**config.mk**
```make
export PLATFORM = sky130hd
export DESIGN_NAME = immPipeTop
export DESIGN_NICKNAME = d
export VERILOG_FILES = /design/src/common/thorPkg.sv /design/src/hw/decode/decodeStage.sv /design/src/hw/decode/fpSingleToDouble.sv /design/src/hw/decode/immDecoder.sv /design/src/hw/immAlu.sv /design/src/hw/immPipeTop.sv /design/src/hw/pipeReg.sv
export SDC_FILE = /design/constraint.sdc
export NUM_CORES = 1
export LEC_CHECK = 0
export ABC_CLOCK_PERIOD_IN_PS = 7200
export BUFFER_PORTS_ARGS = -buffer_cell sky130_fd_sc_hd__buf_2
export CORE_ASPECT_RATIO = 2
export CORE_MARGIN = 3
export CORE_UTILIZATION = 40
export DETAILED_ROUTE_END_ITERATION = 10
export PLACE_DENSITY = 0.61
export SLEW_MARGIN = 20
export SYNTH_ARGS = -nofsm -noshare
export SYNTH_HDL_FRONTEND = slang
export SYNTH_SLANG_ARGS = --single-unit
export TNS_END_PERCENT = 1
```
**constraint.sdc**
```tcl
create_clock -name clk -period 7.2 [get_ports clk]
set_input_delay 0 -clock clk [delete_from_list [all_inputs] [get_ports clk]]
set_output_delay 0 -clock clk [all_outputs]
set_load 0.02 [all_outputs]
```
**src/common/thorPkg.sv**
```systemverilog
`default_nettype none

package thorPkg;

	// ==================================================
	// Widths and field positions
	// ==================================================

	localparam int InsWidth = 40;
	localparam int GroupSize = 5;
	localparam int DataWidth = 64;
	localparam int RegWidth = 6;

	// Opcode and destination register of every instruction
	localparam int OpHi = 6;
	localparam int OpLo = 0;
	localparam int RdHi = 12;
	localparam int RdLo = 7;

	// All immediate fields share their top bit, which is also the sign
	localparam int ImmHi = 34;
	localparam int Imm16Lo = 19;
	localparam int Disp14Lo = 21;
	localparam int Imm22Lo = 13;

	// A postfix carries 32 bits of immediate above its opcode byte
	localparam int PfxHi = 39;
	localparam int PfxLo = 8;

	// Exponent biases for single and double precision
	localparam int SpBias = 127;
	localparam int DpBias = 1023;

	typedef logic [InsWidth-1:0] instruction_t;

	// ==================================================
	// Opcodes handled by the immediate pipeline
	// ==================================================

	typedef enum logic [6:0] {
		OpAddi = 7'd4,
		OpCmpi = 7'd5,
		OpMuli = 7'd6,
		OpSubfi = 7'd7,
		OpAndi = 7'd8,
		OpOri = 7'd9,
		OpEori = 7'd10,
		OpSlti = 7'd11,
		OpDivi = 7'd13,
		OpRtd = 7'd19,
		OpLdb = 7'd64,
		OpLdbu = 7'd65,
		OpLdw = 7'd66,
		OpLdwu = 7'd67,
		OpLdt = 7'd68,
		OpLdtu = 7'd69,
		OpLdo = 7'd70,
		OpLda = 7'd74,
		OpCache = 7'd76,
		OpStb = 7'd80,
		OpStw = 7'd81,
		OpStt = 7'd82,
		OpSto = 7'd83,
		OpFlt2 = 7'd88,
		OpFlt3 = 7'd89,
		OpAddipc = 7'd125,
		OpPfx = 7'd126
	} opcode_t;

	// Payload held in the decode register between the two stages
	typedef struct packed {
		opcode_t op;
		logic [RegWidth-1:0] rd;
		logic [DataWidth-1:0] operand;
		logic [DataWidth-1:0] pc;
		logic [DataWidth-1:0] imm;
	} decodedOp_t;

	// Payload of the result register at the end of execute
	typedef struct packed {
		logic [RegWidth-1:0] rd;
		logic [DataWidth-1:0] value;
	} result_t;

endpackage

`default_nettype wire

```
**src/hw/decode/decodeStage.sv**
```systemverilog
`timescale 1ns/100ps
`default_nettype none

// Decode stage that registers the opcode, destination and immediate
module decodeStage import thorPkg::*; (
	input wire logic clk,
	input wire logic arstN,
	input wire logic [GroupSize*InsWidth-1:0] insGroup,
	input wire logic [DataWidth-1:0] operand,
	input wire logic [DataWidth-1:0] pc,
	input wire logic inValid,
	output logic inReady,
	output logic decValid,
	output opcode_t decOp,
	output logic [RegWidth-1:0] decRd,
	output logic [DataWidth-1:0] decOperand,
	output logic [DataWidth-1:0] decPc,
	output logic [DataWidth-1:0] decImm,
	input wire logic decReady
);

	instruction_t ins0;
	logic [DataWidth-1:0] imm;
	decodedOp_t decIn;
	decodedOp_t decOut;

	// Instruction 0 is the one being decoded
	// The rest of the group only supplies postfixes
	assign ins0 = insGroup[InsWidth-1:0];

	immDecoder uImm (
		.insGroup(insGroup),
		.imm(imm)
	);

	// ==================================================
	// Decode register
	// ==================================================

	assign decIn.op = opcode_t'(ins0[OpHi:OpLo]);
	assign decIn.rd = ins0[RdHi:RdLo];
	assign decIn.operand = operand;
	assign decIn.pc = pc;
	assign decIn.imm = imm;

	pipeReg #(
		.payload_t(decodedOp_t)
	) uDecReg (
		.clk(clk),
		.arstN(arstN),
		.inValid(inValid),
		.inData(decIn),
		.inReady(inReady),
		.outValid(decValid),
		.outData(decOut),
		.outReady(decReady)
	);

	assign decOp = decOut.op;
	assign decRd = decOut.rd;
	assign decOperand = decOut.operand;
	assign decPc = decOut.pc;
	assign decImm = decOut.imm;

	// The fetch side must hold an offered group until it is taken
	aInputHold: assert property (@(posedge clk) disable iff (!arstN)
		inValid && !inReady |=> inValid && $stable(insGroup) && $stable(operand)
			&& $stable(pc));

endmodule

`default_nettype wire

```
**src/hw/decode/fpSingleToDouble.sv**
```systemverilog
`timescale 1ns/100ps
`default_nettype none

// Widens an IEEE single precision value to double precision
module fpSingleToDouble import thorPkg::*; (
	input wire logic [31:0] single,
	output logic [63:0] double
);

	logic sign;
	logic [7:0] spExp;
	logic [22:0] spFrac;
	logic [10:0] dpExp;

	assign sign = single[31];
	assign spExp = single[30:23];
	assign spFrac = single[22:0];

	// ==================================================
	// Exponent rebias
	// ==================================================

	// Normal numbers move from a bias of 127 to a bias of 1023
	assign dpExp = 11'(spExp) + 11'(DpBias - SpBias);

	always_comb begin
		if (spExp == 8'h00) begin
			// Zero keeps its sign
			// Denormals are flushed to a signed zero as well
			double = {sign, 63'd0};
		end else if (spExp == 8'hFF) begin
			// Infinity and NaN keep the fraction so NaN payloads survive
			double = {sign, 11'h7FF, spFrac, 29'd0};
		end else begin
			// The fraction lands in the top of the 52 bit mantissa
			double = {sign, dpExp, spFrac, 29'd0};
		end
	end

endmodule

`default_nettype wire

```
**src/hw/decode/immDecoder.sv**
```systemverilog
`timescale 1ns/100ps
`default_nettype none

// Builds the 64 bit immediate of instruction 0 from a fetch group
module immDecoder import thorPkg::*; (
	input wire instruction_t [GroupSize-1:0] insGroup,
	output logic [DataWidth-1:0] imm
);

	opcode_t op;
	logic pfx1;
	logic pfx2;
	logic [31:0] pfxLo;
	logic [31:0] pfxHi;
	logic [DataWidth-1:0] fltImm;

	assign op = opcode_t'(insGroup[0][OpHi:OpLo]);

	// Postfixes only count when they follow each other directly
	assign pfx1 = opcode_t'(insGroup[1][OpHi:OpLo]) == OpPfx;
	assign pfx2 = pfx1 && (opcode_t'(insGroup[2][OpHi:OpLo]) == OpPfx);
	assign pfxLo = insGroup[1][PfxHi:PfxLo];
	assign pfxHi = insGroup[2][PfxHi:PfxLo];

	// The float opcodes read a single precision constant from the postfix
	fpSingleToDouble uCvt (
		.single(pfxLo),
		.double(fltImm)
	);

	always_comb begin
		imm = '0;

		// ==================================================
		// Base field of instruction 0
		// ==================================================

		case (op)
			OpAddi, OpCmpi, OpSubfi, OpSlti:
				imm = {{48{insGroup[0][ImmHi]}}, insGroup[0][ImmHi:Imm16Lo]};
			// AND keeps the upper bits of the operand by filling with ones
			OpAndi:
				imm = {48'hFFFF_FFFF_FFFF, insGroup[0][ImmHi:Imm16Lo]};
			OpOri, OpEori:
				imm = {48'h0, insGroup[0][ImmHi:Imm16Lo]};
			OpLdb, OpLdbu, OpLdw, OpLdwu, OpLdt, OpLdtu, OpLdo, OpLda,
			OpStb, OpStw, OpStt, OpSto:
				imm = {{50{insGroup[0][ImmHi]}}, insGroup[0][ImmHi:Disp14Lo]};
			OpAddipc:
				imm = {{42{insGroup[0][ImmHi]}}, insGroup[0][ImmHi:Imm22Lo]};
			default:
				imm = '0;
		endcase

		// ==================================================
		// Postfix override
		// ==================================================

		case (op)
			OpAddi, OpCmpi, OpSubfi, OpSlti, OpAndi, OpOri, OpEori,
			OpLdb, OpLdbu, OpLdw, OpLdwu, OpLdt, OpLdtu, OpLdo, OpLda,
			OpStb, OpStw, OpStt, OpSto, OpAddipc, OpFlt2, OpFlt3: begin
				// The base field is ignored once a postfix is present
				if (pfx1) begin
					imm = {{32{pfxLo[31]}}, pfxLo};
				end
				if (pfx2) begin
					imm[63:32] = pfxHi;
				end
			end
			// Multiply, divide, return and cache are left at zero here
			default:
				imm = '0;
		endcase

		// A single postfix on a float opcode holds a single precision value
		if ((op == OpFlt2 || op == OpFlt3) && pfx1 && !pfx2) begin
			imm = fltImm;
		end
	end

endmodule

`default_nettype wire

```
**src/hw/immAlu.sv**
```systemverilog
`timescale 1ns/100ps
`default_nettype none

// Execute stage for the immediate operations
module immAlu import thorPkg::*; (
	input wire logic clk,
	input wire logic arstN,
	input wire logic decValid,
	input wire opcode_t decOp,
	input wire logic [RegWidth-1:0] decRd,
	input wire logic [DataWidth-1:0] decOperand,
	input wire logic [DataWidth-1:0] decPc,
	input wire logic [DataWidth-1:0] decImm,
	output logic decReady,
	output logic resValid,
	output logic [RegWidth-1:0] resRd,
	output logic [DataWidth-1:0] resValue,
	input wire logic resReady
);

	logic [DataWidth-1:0] sum;
	logic lessThan;
	logic [DataWidth-1:0] value;
	result_t resIn;
	result_t resOut;

	// Adds and address generation share one adder
	assign sum = decOperand + decImm;
	assign lessThan = $signed(decOperand) < $signed(decImm);

	// ==================================================
	// Operation select
	// ==================================================

	always_comb begin
		case (decOp)
			OpAddi,
			OpLdb, OpLdbu, OpLdw, OpLdwu, OpLdt, OpLdtu, OpLdo, OpLda,
			OpStb, OpStw, OpStt, OpSto:
				value = sum;
			// Subtract from reverses the operands
			OpSubfi:
				value = decImm - decOperand;
			OpAndi:
				value = decOperand & decImm;
			OpOri:
				value = decOperand | decImm;
			OpEori:
				value = decOperand ^ decImm;
			OpSlti:
				value = {63'd0, lessThan};
			OpCmpi: begin
				// Minus one for less, zero for equal, one for greater
				if (lessThan) begin
					value = '1;
				end else if (decOperand == decImm) begin
					value = '0;
				end else begin
					value = 64'd1;
				end
			end
			OpAddipc:
				value = decPc + decImm;
			// Float immediates were already converted during decode
			OpFlt2, OpFlt3:
				value = decImm;
			default:
				value = '0;
		endcase
	end

	// ==================================================
	// Result register
	// ==================================================

	assign resIn.rd = decRd;
	assign resIn.value = value;

	pipeReg #(
		.payload_t(result_t)
	) uResReg (
		.clk(clk),
		.arstN(arstN),
		.inValid(decValid),
		.inData(resIn),
		.inReady(decReady),
		.outValid(resValid),
		.outData(resOut),
		.outReady(resReady)
	);

	assign resRd = resOut.rd;
	assign resValue = resOut.value;

endmodule

`default_nettype wire

```
**src/hw/immPipeTop.sv**
```systemverilog
`timescale 1ns/100ps
`default_nettype none

// Two stage immediate pipeline with decode feeding execute
module immPipeTop import thorPkg::*; (
	input wire logic clk,
	input wire logic arstN,
	input wire logic [GroupSize*InsWidth-1:0] insGroup,
	input wire logic [DataWidth-1:0] operand,
	input wire logic [DataWidth-1:0] pc,
	input wire logic inValid,
	output logic inReady,
	output logic resValid,
	output logic [RegWidth-1:0] resRd,
	output logic [DataWidth-1:0] resValue,
	input wire logic resReady
);

	// Handshake and payload between the stages
	logic decValid;
	logic decReady;
	opcode_t decOp;
	logic [RegWidth-1:0] decRd;
	logic [DataWidth-1:0] decOperand;
	logic [DataWidth-1:0] decPc;
	logic [DataWidth-1:0] decImm;

	decodeStage uDecode (
		.clk(clk),
		.arstN(arstN),
		.insGroup(insGroup),
		.operand(operand),
		.pc(pc),
		.inValid(inValid),
		.inReady(inReady),
		.decValid(decValid),
		.decOp(decOp),
		.decRd(decRd),
		.decOperand(decOperand),
		.decPc(decPc),
		.decImm(decImm),
		.decReady(decReady)
	);

	immAlu uExec (
		.clk(clk),
		.arstN(arstN),
		.decValid(decValid),
		.decOp(decOp),
		.decRd(decRd),
		.decOperand(decOperand),
		.decPc(decPc),
		.decImm(decImm),
		.decReady(decReady),
		.resValid(resValid),
		.resRd(resRd),
		.resValue(resValue),
		.resReady(resReady)
	);

endmodule

`default_nettype wire

```
**src/hw/pipeReg.sv**
```systemverilog
`timescale 1ns/100ps
`default_nettype none

// Single entry register with a valid/ready handshake on both sides
module pipeReg #(
	parameter type payload_t = logic
) (
	input wire logic clk,
	input wire logic arstN,
	input wire logic inValid,
	input wire payload_t inData,
	output logic inReady,
	output logic outValid,
	output payload_t outData,
	input wire logic outReady
);

	logic full;
	payload_t data;

	// Accept new data when empty or when the held entry leaves this cycle
	assign inReady = !full || outReady;
	assign outValid = full;
	assign outData = data;

	always_ff @(posedge clk or negedge arstN) begin
		if (!arstN) begin
			full <= 1'b0;
		end else if (inValid && inReady) begin
			full <= 1'b1;
		end else if (outReady) begin
			// Drained downstream with nothing arriving
			full <= 1'b0;
		end
	end

	always_ff @(posedge clk) begin
		if (inValid && inReady) begin
			data <= inData;
		end
	end

	// A stalled entry stays put until the consumer takes it
	aStallHold: assert property (@(posedge clk) disable iff (!arstN)
		outValid && !outReady |=> outValid && $stable(outData));

	aValidKnown: assert property (@(posedge clk) disable iff (!arstN)
		!$isunknown(outValid));

endmodule

`default_nettype wire

```
Yosys cells after proc, flatten, opt, wreduce, memory -nomap -nowiden
Index checks and enable logic that the tools add are counted.

operators by class
  add/subtract/negate cells = 4
  order comparisons = 1
  eq/ne operators = 48
  multiplexer cells = 14
  bitwise operators = 3
  reduce and logical (&&, ||, !) cells = 20

operator list
  kind                                           count
  case mux 64 bit (9 select lines)               1
  case mux 64 bit (5 select lines)               1
  2-to-1 mux 64 bit                              4
  == test 7 bit, second input constant           32
  adder 64 bit                                   2
  2-to-1 mux 63 bit                              2
  bitwise AND 64 bit                             1
  == test 64 bit                                 1
  < comparator 64 bit                            1
  OR 64 bit                                      1
  subtractor 64 bit                              1
  bitwise XOR 64 bit                             1
  == test 7 x 4 -> 1 bit, second input constant  8
  == test 7 x 3 -> 1 bit, second input constant  6
  2-to-1 mux 32 bit                              1
  OR reduction 22 bit                            1
  OR reduction 13 bit                            1
  OR reduction 12 bit                            1
  adder 8 x 10 -> 11 bit, second input constant  1
  == test 8 bit, second input constant           1
  logical NOT 8 bit                              1
  logical AND 1 bit                              5
  2-to-1 mux 1 bit                               5
  nonzero test 2 bit                             2
  4 further kinds                                9

storage, ports and cells
  register bits = 277
  input port bits = 332
  output and inout port bits = 72
  logic and storage cells = 99

Longest topological paths before layout
Gate-level depths: netlist (run 1).

  depth after elaboration = 7
  mapped depth = 22
  gate-level depth less buffers = 22

By module
From an unflattened synthesis (run 1), not the netlist that was laid out.

second synthesis, totals
  cells, all modules = 2262
  area, all modules = 21702.1 µm²

modules (own cells, without submodules)
  module                     instances  cells an instance  area an instance (µm²)  seq. area each (µm²)
  immAlu                     1          1650               11312.1                 0.0
  pipeReg (uDecode.uDecReg)  1          209                6209.7                  6180.9
  pipeReg (uExec.uResReg)    1          74                 2155.8                  2127.0
  immDecoder                 1          256                1471.4                  0.0
  fpSingleToDouble           1          73                 553.0                   0.0

Worst setup path after synthesis (run 1)
No wires, ideal clock.

  path type = register to register
  start point = reg uExec.uResReg.full, in the netlist uExec.uResReg.outValid
  end point = reg uDecode.uDecReg.data (netlist bit uDecode.uDecReg.outData[0]) (enable)
  setup time = 0.590 ns
  arrival time = 5.441 ns
  required time = 6.610 ns
  path slack = 1.170 ns
  cell stages (with the launch flop) = 3
  buffers on the path = 0
  period minus slack after synthesis = 6.030 ns
  cells stage by stage = dfrtp_1 -> nand3b_1 -> and2_1

between the ends
  longest elaborated chain between the ends = 4

ends and longest elaborated chain
  what                           RTL line          RTL
  from (decl)                    pipeReg.sv:18     logic full;
  from (signal assigned)         pipeReg.sv:28     full <= 1'b0;
  from (signal assigned)         pipeReg.sv:30     full <= 1'b1;
  from (signal assigned)         pipeReg.sv:33     full <= 1'b0;
  logical NOT 1 bit              pipeReg.sv:22     assign inReady = !full || outReady;
  logical OR 1 bit (2 in a row)  pipeReg.sv:22
  named net inReady              immPipeTop.sv:12  output logic inReady,
  logical AND 1 bit              pipeReg.sv:38     if (inValid && inReady) begin
  to (signal assigned)           pipeReg.sv:39     data <= inData;
  to (decl)                      pipeReg.sv:19     payload_t data;

The timed path passes the listed nets, and every way through them passes these cells.
A chain may end at the register's enable or synchronous reset.

==> results of run 1 <==
==> sequential cells by signal, summed over array words and instances (netlist names) <==
| name | count |
|---|---|
| uExec.uResReg.outValid | 1 |
| uDecode.uDecReg.outData | 205 |
| uExec.uResReg.outData | 70 |
| uDecode.uDecReg.outValid | 1 |
==> worst max-delay path: cells and delay by family (launching register included) <==
family | cells | cell delay (ns)
AOI/OAI and AO/OA | 5 | 1.81
xor gates and xnor gates | 1 | 0.16
adders and majority gates | 2 | 0.60
buffers and inverters | 2 | 0.44
DFF | 1 | 0.46
and+or+nand+nor | 10 | 2.53
==> final cells by class <==
cell class / instances / area, µm²
Antenna cell: 2 / 5.00
Clock buffer: 33 / 741
Clock inverter: 21 / 216
Fill cell: 4787 / 25100
Inverter: 167 / 627
Multi-Input combinational cell: 1690 / 12000
Sequential cell: 277 / 8310
Tap cell: 660 / 826
Timing Repair Buffer: 602 / 4330
==> repair_timing <==
item	in CTS	in global routing
hold endpoints to repair	207	0
hold buffers	237	0
endpoints found under the setup margin	0	0
==> logic make-up after synthesis <==
family | Yosys count | share of synthesized area (%)
adders and majority gates | 274 | 16.2
muxes | 49 | 2.44
AOI/OAI and AO/OA | 672 | 20.8
buffers and inverters | 276 | 4.88
xor gates and xnor gates | 59 | 2.43
DFF | 277 | 39.1
and+or+nand+nor | 636 | 14.2
==> final timing paths <==
path	from	end	slack (ns)
max in group asynchronous	arstN	uDecode.uDecReg.outValid$_DFFE_PN0P_	6.80
hold / removal	insGroup[30]	uDecode.uDecReg.outData[17]$_SDFFCE_PP0P_	0.06
min in group asynchronous	arstN	uExec.uResReg.outValid$_DFFE_PN0P_	0.26
setup / recovery	uDecode.uDecReg.outData[128]$_DFFE_PP_	uExec.uResReg.outData[54]$_DFFE_PP_	0.89
setup reg to reg	uDecode.uDecReg.outData[128]$_DFFE_PP_	uExec.uResReg.outData[54]$_DFFE_PP_	0.89
hold reg to reg	uDecode.uDecReg.outData[194]$_DFFE_PP_	uExec.uResReg.outData[66]$_DFFE_PP_	0.42
==> power by group <==
group | leakage (nW) | switching, mW | total (mW) | internal (mW)
Combinational | 8.41 | 0.643 | 1.07 | 0.431
Clock | 0.475 | 0.699 | 1.56 | 0.857
Sequential | 2.72 | 0.111 | 2.02 | 1.91
==> Yosys cell counts, types with 22 or more instances <==
cell	n	share of area [%]
a21o_1	37	1.3
a21oi_1	208	4.9
a221o_1	26	1.2
a221oi_1	25	1.0
and3_1	23	0.68
clkbuf_1	101	1.8
edfxtp_1	275	39
ha_1	273	16
inv_1	167	2.9
mux2_2	22	1.2
mux2i_1	27	1.3
nand2_1	204	3.6
nand3_1	30	0.71
nand4_1	35	1.0
nor2_1	193	3.4
nor3_1	46	1.1
nor4_1	22	0.65
o211ai_1	43	1.5
o21ai_0	131	3.1
o21bai_1	25	0.88
o221ai_1	27	1.1
xnor2_1	29	1.2
xor2_1	30	1.2
==> stage by stage <==
step / utilization [%] / power [mW] / std cells / hold WS [ns] / cell area (µm²)
global route: 51.9 / 4.84 / 3450 / 0.0772 / 27000
floorplan: - / 2.61 / 2243 / -0.296 / 21300
global placement: 45.5 / 3.00 / 3159 / -0.215 / 23700
CTS: 51.9 / 4.68 / 3450 / 0.00656 / 27000
finish: 51.9 / 4.65 / 3452 / 0.0581 / 27000
detailed placement: 45.5 / 3.02 / 3159 / -0.214 / 23700
==> routing by layer <==
metal / up-vias / share of wire, %
met5: - / 0.014
met4: 2 / 9.7
met3: 369 / 6.1
met2: 1022 / 51
met1: 9957 / 33
li1: 9400 / -
==> layout by cell type (no fill, tap or decap), types with 10 or more instances in the layout <==
cell type and instances:
a211oi_1 17, a21o_1 36, a21oi_1 206, a221o_1 26, a221oi_1 25, a222oi_1 14, a22oi_1 17, a31oi_1 16
and3_1 23, buf_2 316, buf_4 48, clkbuf_16 29, dlygate4sd3_1 237, edfxtp_1 275, ha_1 273, inv_1 167
mux2_2 22, mux2i_1 26, nand2_1 202, nand3_1 30, nand4_1 35, nor2_1 190, nor2b_1 14, nor3_1 46
nor4_1 22, o2111ai_1 10, o211ai_1 43, o21a_1 10, o21ai_0 131, o21bai_1 24, o221ai_1 27, or3_1 11
xnor2_1 29, xor2_1 30
==> flow_summary.ini, run 1 <==
[floorplan]
die_area_um2 = 56100
io_pins = 404
coreArea_um2 = 52100
die_w_um = 169
rows = 118
initial_core_util_pct = 40.8
die_y_um = 332

[logic_synthesis]
syn_nets = 2849
yosys_warnings = 0
synth.yosys.seq_area_share_pct = 39.1
synth_edf_count = 275
avgSynthCellArea_um2 = 9.48
async_flop_share_pct = 0.722
netlist_instances = 2243
synth_ff_type = edfxtp_1
synth_seq_cells = 277
ys_types = 73
netlist_area_um2 = 21300

[power_and_ir_drop]
ir_worst_vdd_mv = 0.257
leakage_nw = 11.6
p_per_area_nw_per_um2 = 172

[routing]
via_per_inst = 6.01
drtIter0Drc = 1734
wl_um = 91100
wire_per_inst_um = 26.4
drtPass1Iterations = 8
antenna_left = 0
num_vias = 20800
drc = 0

[setup_path]
cp_data_arrival_time_ns = 6.61
critPathRequiredTime_ns = 7.50
path_class = reg2reg
cp_max_fo = 11
cp-start-kind = flop
path_common_cell = nor3_1
rr_worst_depth = 20
crit_slowest_cell = o221ai_1
crit_path_end_kind = flop
cp_slowest_stage_delay_ns = 0.57
crit_chain = inv_1, ha_1, or3b_4, or4_4, nor4_4, buf_4, nand4_1, nor3_1, nor3_1, a221o_1, ha_1, nand4_1, nor2_1, nand3_1, a211oi_1, nor3_1, o221ai_1, a41o_1, xnor2_1, o211ai_1

[sta]
slew_violations = 0
maxSlewHeadroom_pct = 29.4
grt_setup_unrepaired = false
fin_setup_tns_ns = 0
max_freq_ghz = 0.158
period_share_pct = 87.7
worst_slack_ns = 0.889
tightest_slew_ns = 1.04
period_minus_slack_ns = 6.31
finalSetupViolCount = 0
finalHoldViolCount = 0
finClkSkew_ns = 0.0170

[global_routing]
use_met3_pct = 4.20
overflow = 0
grt_use_met1_pct = 32.1
grt_pass1_vias = 22000
grt_max_degree = 138
busiest_layer = met2
antenna_found_initial = 5
grt_use_total_pct = 31.4
use_met2_pct = 56.6
grt_pass1_wl_um = 133000

[clocking]
cts_tree = done
clock_sinks = 277
cts.htree.levels = 1
cts_setup_buffers = 0
cts_root_buffer = clkbuf_16
clk_pin_slew_worst_paths_ns = 0.06
clock_latency_ns = 0.61
clock_path_buffers = 3
numCtsBuffers = 29
ctsResizeCount = 0

[flow_run]
maxCapViolCount = 0

[placed_design]
routabilityCongestion = 0.974
hpwl_um = 68800
dp_slack_ns = 1.02
port_buffers = 316

[cells_and_area]
synthToLayoutAreaGrowth_pct = 27.2
fin_nets = 3373
drive_gt1_share_pct = 16.9

[status]
status = finished, final reports clean

[hold_path]
min_path_cells = 5
worstHoldPathType = in2reg
Note: power is estimated with default switching activity, not from simulation.
==> inputs of run 2 (changes only) <==
- CELL_PAD_IN_SITES_DETAIL_PLACEMENT: default -> 1
- CELL_PAD_IN_SITES_GLOBAL_PLACEMENT: default -> 1
- PLACE_DENSITY: 0.61 -> 0.76
- SLEW_MARGIN: 20 -> default
==> flow_summary.ini, run 2 (synthesized netlist as in run 1, its figures left out) <==
[clocking]
ctsResizeCount = 0
numCtsBuffers = 29
clock_path_buffers = 3
clock_latency_ns = 0.63
clk_pin_slew_worst_paths_ns = 0.07
cts_root_buffer = clkbuf_16
cts_tree = done
cts.htree.levels = 1
clock_sinks = 277

[routing]
drtIter0Drc = 1685
wl_um = 101000
via_per_inst = 6.21
drc = 0
num_vias = 21500
drtPass1Iterations = 6
antenna_left = 0
wire_per_inst_um = 29.2

[flow_run]
maxCapViolCount = 0

[cells_and_area]
final_common_cell = buf_2
postLayoutCoreUtil_pct = 52.0
fin_nets = 3385
synthToLayoutAreaGrowth_pct = 27.6
drive_gt1_share_pct = 17.0
largest_reg_flops = 205
final_cell_mix = 316 x buf_2, 275 x edfxtp_1, 273 x ha_1

[global_routing]
grt_pass1_vias = 23600
grt_max_degree = 143
antenna_found_initial = 7
overflow = 0
grt_use_total_pct = 34.9
grt_pass1_wl_um = 147000

[hold_path]
min_path_cells = 5
hp-start = insGroup[28]
worstHoldPathType = in2reg
min_to = uDecode.uDecReg.outData[15]$_SDFFCE_PP0P_

[placed_design]
routabilityCongestion = 0.988
port_buffers = 316
dp_slack_ns = 0.797
hpwl_um = 74800

[sta]
period_share_pct = 90.9
max_freq_ghz = 0.153
finalHoldViolCount = 0
worst_slack_ns = 0.655
maxSlewHeadroom_pct = 20.2
finalSetupViolCount = 0
grt_setup_unrepaired = false
finClkSkew_ns = 0.0281
period_minus_slack_ns = 6.55
tightest_slew_ns = 1.19
slew_violations = 0
hold_ws_ns = 0.0526
fin_setup_tns_ns = 0

[setup_path]
critPathRequiredTime_ns = 7.53
r2r_start = uDecode.uDecReg.outData[201]$_DFFE_PP_
crit_path_end_kind = flop
cp_max_fo = 28
cp_slowest_stage_delay_ns = 0.70
cp-start-kind = flop
path_class = reg2reg
worstPathBufferInverterCount = 1
cp-startpoint = uDecode.uDecReg.outData[201]$_DFFE_PP_
rr_worst_depth = 16
cp.depth = 16
r2r-end = uExec.uResReg.outData[50]$_DFFE_PP_
rrSetupSlack_ns = 0.65
crit_chain = nor4_1, nor2b_1, nand2_2, o311ai_0, ha_1, and3_1, a221o_1, a21oi_1, o31a_1, a211oi_1, nor3_1, o221ai_1, buf_4, a21boi_0, xor2_1, o211ai_1
cp_data_arrival_time_ns = 6.87
crit_slowest_cell = o311ai_0
cp_top_family = compound AO/OA/AOI/OAI gates

[floorplan]
rows = 118
io_pins = 404
die_y_um = 332
coreArea_um2 = 52100
die_area_um2 = 56100
die_w_um = 169
initial_core_util_pct = 40.8

[status]
status = finished, final reports clean

[power_and_ir_drop]
leakage_nw = 11.6
ir_worst_vdd_mv = 0.223
p_per_area_nw_per_um2 = 173
run 2: changes by cell type in the layout (fill, tap and decap cells not counted), sizes merged:
cell and delta:
dlygate4sd3 +2, clkinvlp +4, clkinv -1, inv -4, bufinv -1, clkbuf +1
buf +10, diode +2
run 2: stage by stage:
| stage | cells | total power, mW | instance area (µm²) |
|---|---|---|---|
| 6_report | 3465 | 4.70 | 27100 |
| 3_5_place_dp | 3169 | 3.05 | 23800 |
| 3_3_place_gp | 3169 | 3.01 | 23800 |
| 4_1_cts | 3461 | 4.68 | 27100 |
| 2_1_floorplan | 2243 | 2.61 | 21300 |
| 5_1_grt | 3463 | 4.86 | 27100 |
run 2: layout make-up:
type	instances	area, µm²
diodes	4	10.0
clock buffers	34	764
clock inverters	19	174
fillers	5901	25000
inverters	167	627
multi-input cells	1690	12000
flip-flops and latches	277	8310
well taps	660	826
repair buffers	614	4430
run 2: tightest hold or removal path, stage by stage:
cell and delay, ns:
buf_2 0.15, nand2_1 0.08, a21oi_1 0.09, a21oi_1 0.13, nor2_1 0.06
run 2: report_power, final:
group,total (mW),switching [mW],internal (mW)
clock,1.56,0.728,0.834
sequential,2.02,0.112,1.91
combinational,1.12,0.679,0.436
run 2: timing repair:
| action | 4_1_cts | 5_1_grt |
|---|---|---|
| hold buffers | 239 | 0 |
| setup buffers | 0 | 0 |
| endpoints found under the hold margin | 209 | 0 |
run 2: metal layers:
metal	wire (µm)	GRT usage, %	vias to the layer above
li1	-	-	9405
met1	32800	34.2	10600
met2	53000	65.0	1057
met3	5740	4.23	449
met4	9750	26.9	2
met5	7	0	-
run 2: worst max-delay path by stage:
stage                                          endpoint  slack (ns)
3_3_place_gp        uExec.uResReg.outData[63]$_DFFE_PP_        0.92
6_report            uExec.uResReg.outData[50]$_DFFE_PP_        0.65
2_1_floorplan  uDecode.uDecReg.outData[0]$_SDFFCE_PP0P_        1.17
5_1_grt             uExec.uResReg.outData[61]$_DFFE_PP_        0.38
3_5_place_dp        uExec.uResReg.outData[63]$_DFFE_PP_        0.80
4_1_cts             uExec.uResReg.outData[63]$_DFFE_PP_        0.76
==> inputs of run 3 (changes only) <==
- GPL_TIMING_DRIVEN: default -> 0
==> flow_summary.ini, run 3 (synthesized netlist as in run 1, its figures left out) <==
[hold_path]
worstHoldPathType = in2reg

[sta]
max_freq_ghz = 0.137
maxSlewHeadroom_pct = 5.66
tightest_slew_ns = 1.42
worst_slack_ns = -0.0929
period_minus_slack_ns = 7.29
finClkSkew_ns = 0.0253
finalHoldViolCount = 0
finalSetupViolCount = 3
slew_violations = 0
period_share_pct = 101
grt_setup_unrepaired = true

[floorplan]
coreArea_um2 = 52100
io_pins = 404
initial_core_util_pct = 40.8
rows = 118
die_y_um = 332
die_area_um2 = 56100
die_w_um = 169

[cells_and_area]
multiInputGateArea_um2 = 12000
synthToLayoutAreaGrowth_pct = 28.7
seq_area_um2 = 8310
largest_reg_flops = 205
fin_cells = 3526
num-fill-cells = 5980
final_cell_mix = 318 x buf_2, 275 x edfxtp_1, 273 x ha_1
drive_gt1_share_pct = 15.4
final_common_cell = buf_2
fin_nets = 3446
postLayoutCoreUtil_pct = 52.5

[power_and_ir_drop]
finalPower_mw = 4.85
p_per_area_nw_per_um2 = 177
leakage_nw = 11.7
ir_worst_vdd_mv = 0.244

[placed_design]
routabilityCongestion = 1.06
port_buffers = 316
hpwl_um = 85100
place_inst = 3224

[setup_path]
path_class = reg2reg
cp_max_fo = 10
path_common_cell = nand2_1
crit_slowest_cell = clkbuf_1
cp-start-kind = flop
cp_data_arrival_time_ns = 7.61
crit_chain = nand2_1, nor2b_1, nand2_1, clkbuf_1, clkbuf_1, o21ai_0, nand2_1, nand3_1, ha_1, a21o_1, a221o_1, o31a_1, o2111ai_1, a31oi_1, a221oi_2, o31ai_2, buf_4, a21boi_0, xor2_1, o211ai_1
crit_path_end_kind = flop
critPathRequiredTime_ns = 7.52
cp_slowest_stage_delay_ns = 0.99

[routing]
drc = 0
wl_um = 114000
num_vias = 22400
drtPass1Iterations = 8
wire_per_inst_um = 32.3
antenna_left = 0
drtIter0Drc = 1826
via_per_inst = 6.34

[clocking]
clock_sinks = 277
clock_latency_ns = 0.63
numCtsBuffers = 29
cts.htree.levels = 1
clk_pin_slew_worst_paths_ns = 0.07
cts_root_buffer = clkbuf_16
clock_path_buffers = 3
cts_tree = done

[global_routing]
grt_pass1_vias = 24300
grt_pass1_wl_um = 161000
overflow = 0
grt_max_degree = 71
antenna_found_initial = 8
grt_use_total_pct = 39.4

[status]
violations = setup timing
status = complete, but fails checks

[flow_run]
maxCapViolCount = 0
run 3: cell type report:
| cell class | count | area share (%) |
|---|---|---|
| repair buffers | 566 | 15.2 |
| diodes | 4 | 0.0366 |
| multi-input cells | 1690 | 43.8 |
| flip-flops and latches | 277 | 30.4 |
| clock inverters | 21 | 1.02 |
| plain buffers | 109 | 1.57 |
| well taps | 660 | 3.02 |
| inverters | 167 | 2.29 |
| clock buffers | 32 | 2.69 |
run 3: metrics by stage:
stage	instance area [µm²]	setup slack [ns]	TNS (ns)	hold slack (ns)
after floorplan	21300	1.17	0	-0.296
after global placement	23700	-1.35	-134.77	-0.215
after detailed placement	23800	-1.36	-10.00	-0.210
after CTS	27300	0.0310	0	0.0262
after global routing	27400	-0.196	-0.554	0.0823
final	27400	-0.0929	-0.224	0.0740
run 3: routing by layer:
metal  vias to the layer above  routed length [µm]  GRT usage (%)
met1                     10900               34800           36.9
met4                         6               13700           36.5
met2                      1283               56900           70.0
met3                       595                8610           8.04
met5                         -                  34              0
li1                       9543                   -              -
run 3: worst paths after layout:
kind | startpoint | to | slack [ns] | depth (start not counted)
min | operand[53] | uDecode.uDecReg.outData[181]$_DFFE_PP_ | 0.07 | 2
min reg2reg | uDecode.uDecReg.outData[194]$_DFFE_PP_ | uExec.uResReg.outData[66]$_DFFE_PP_ | 0.42 | 0
min in group asynchronous | arstN | uExec.uResReg.outValid$_DFFE_PN0P_ | 0.27 | 3
max in group asynchronous | arstN | uDecode.uDecReg.outValid$_DFFE_PN0P_ | 6.80 | 3
max reg2reg | uDecode.uDecReg.outData[198]$_DFFE_PP_ | uExec.uResReg.outData[48]$_DFFE_PP_ | -0.09 | 20
max | uDecode.uDecReg.outData[198]$_DFFE_PP_ | uExec.uResReg.outData[48]$_DFFE_PP_ | -0.09 | 20
run 3: power breakdown:
part | internal [mW] | switching, mW | leakage (nW) | total (mW)
clock network | 0.931 | 0.741 | 0.492 | 1.67
registers | 1.90 | 0.122 | 2.72 | 2.03
logic | 0.437 | 0.711 | 8.44 | 1.15
run 3: critical path, delay by kind of cell, from the launching register on:
family,cells,cell delay [ns]
buffers and inverters,3,1.68
and+or+nand+nor,5,0.86
xor gates and xnor gates,1,0.33
AOI/OAI and AO/OA,10,3.23
DFF,1,0.51
adders and majority gates,1,0.36
run 3: what timing repair did:
action | CTS | global route
endpoints found under the setup margin | 21 | 13
endpoints found under the hold margin | 217 | 0
resized for setup | 18 | 23
pin swaps | 1 | 0
hold buffers | 243 | 0
buffers inserted | 2 | 0
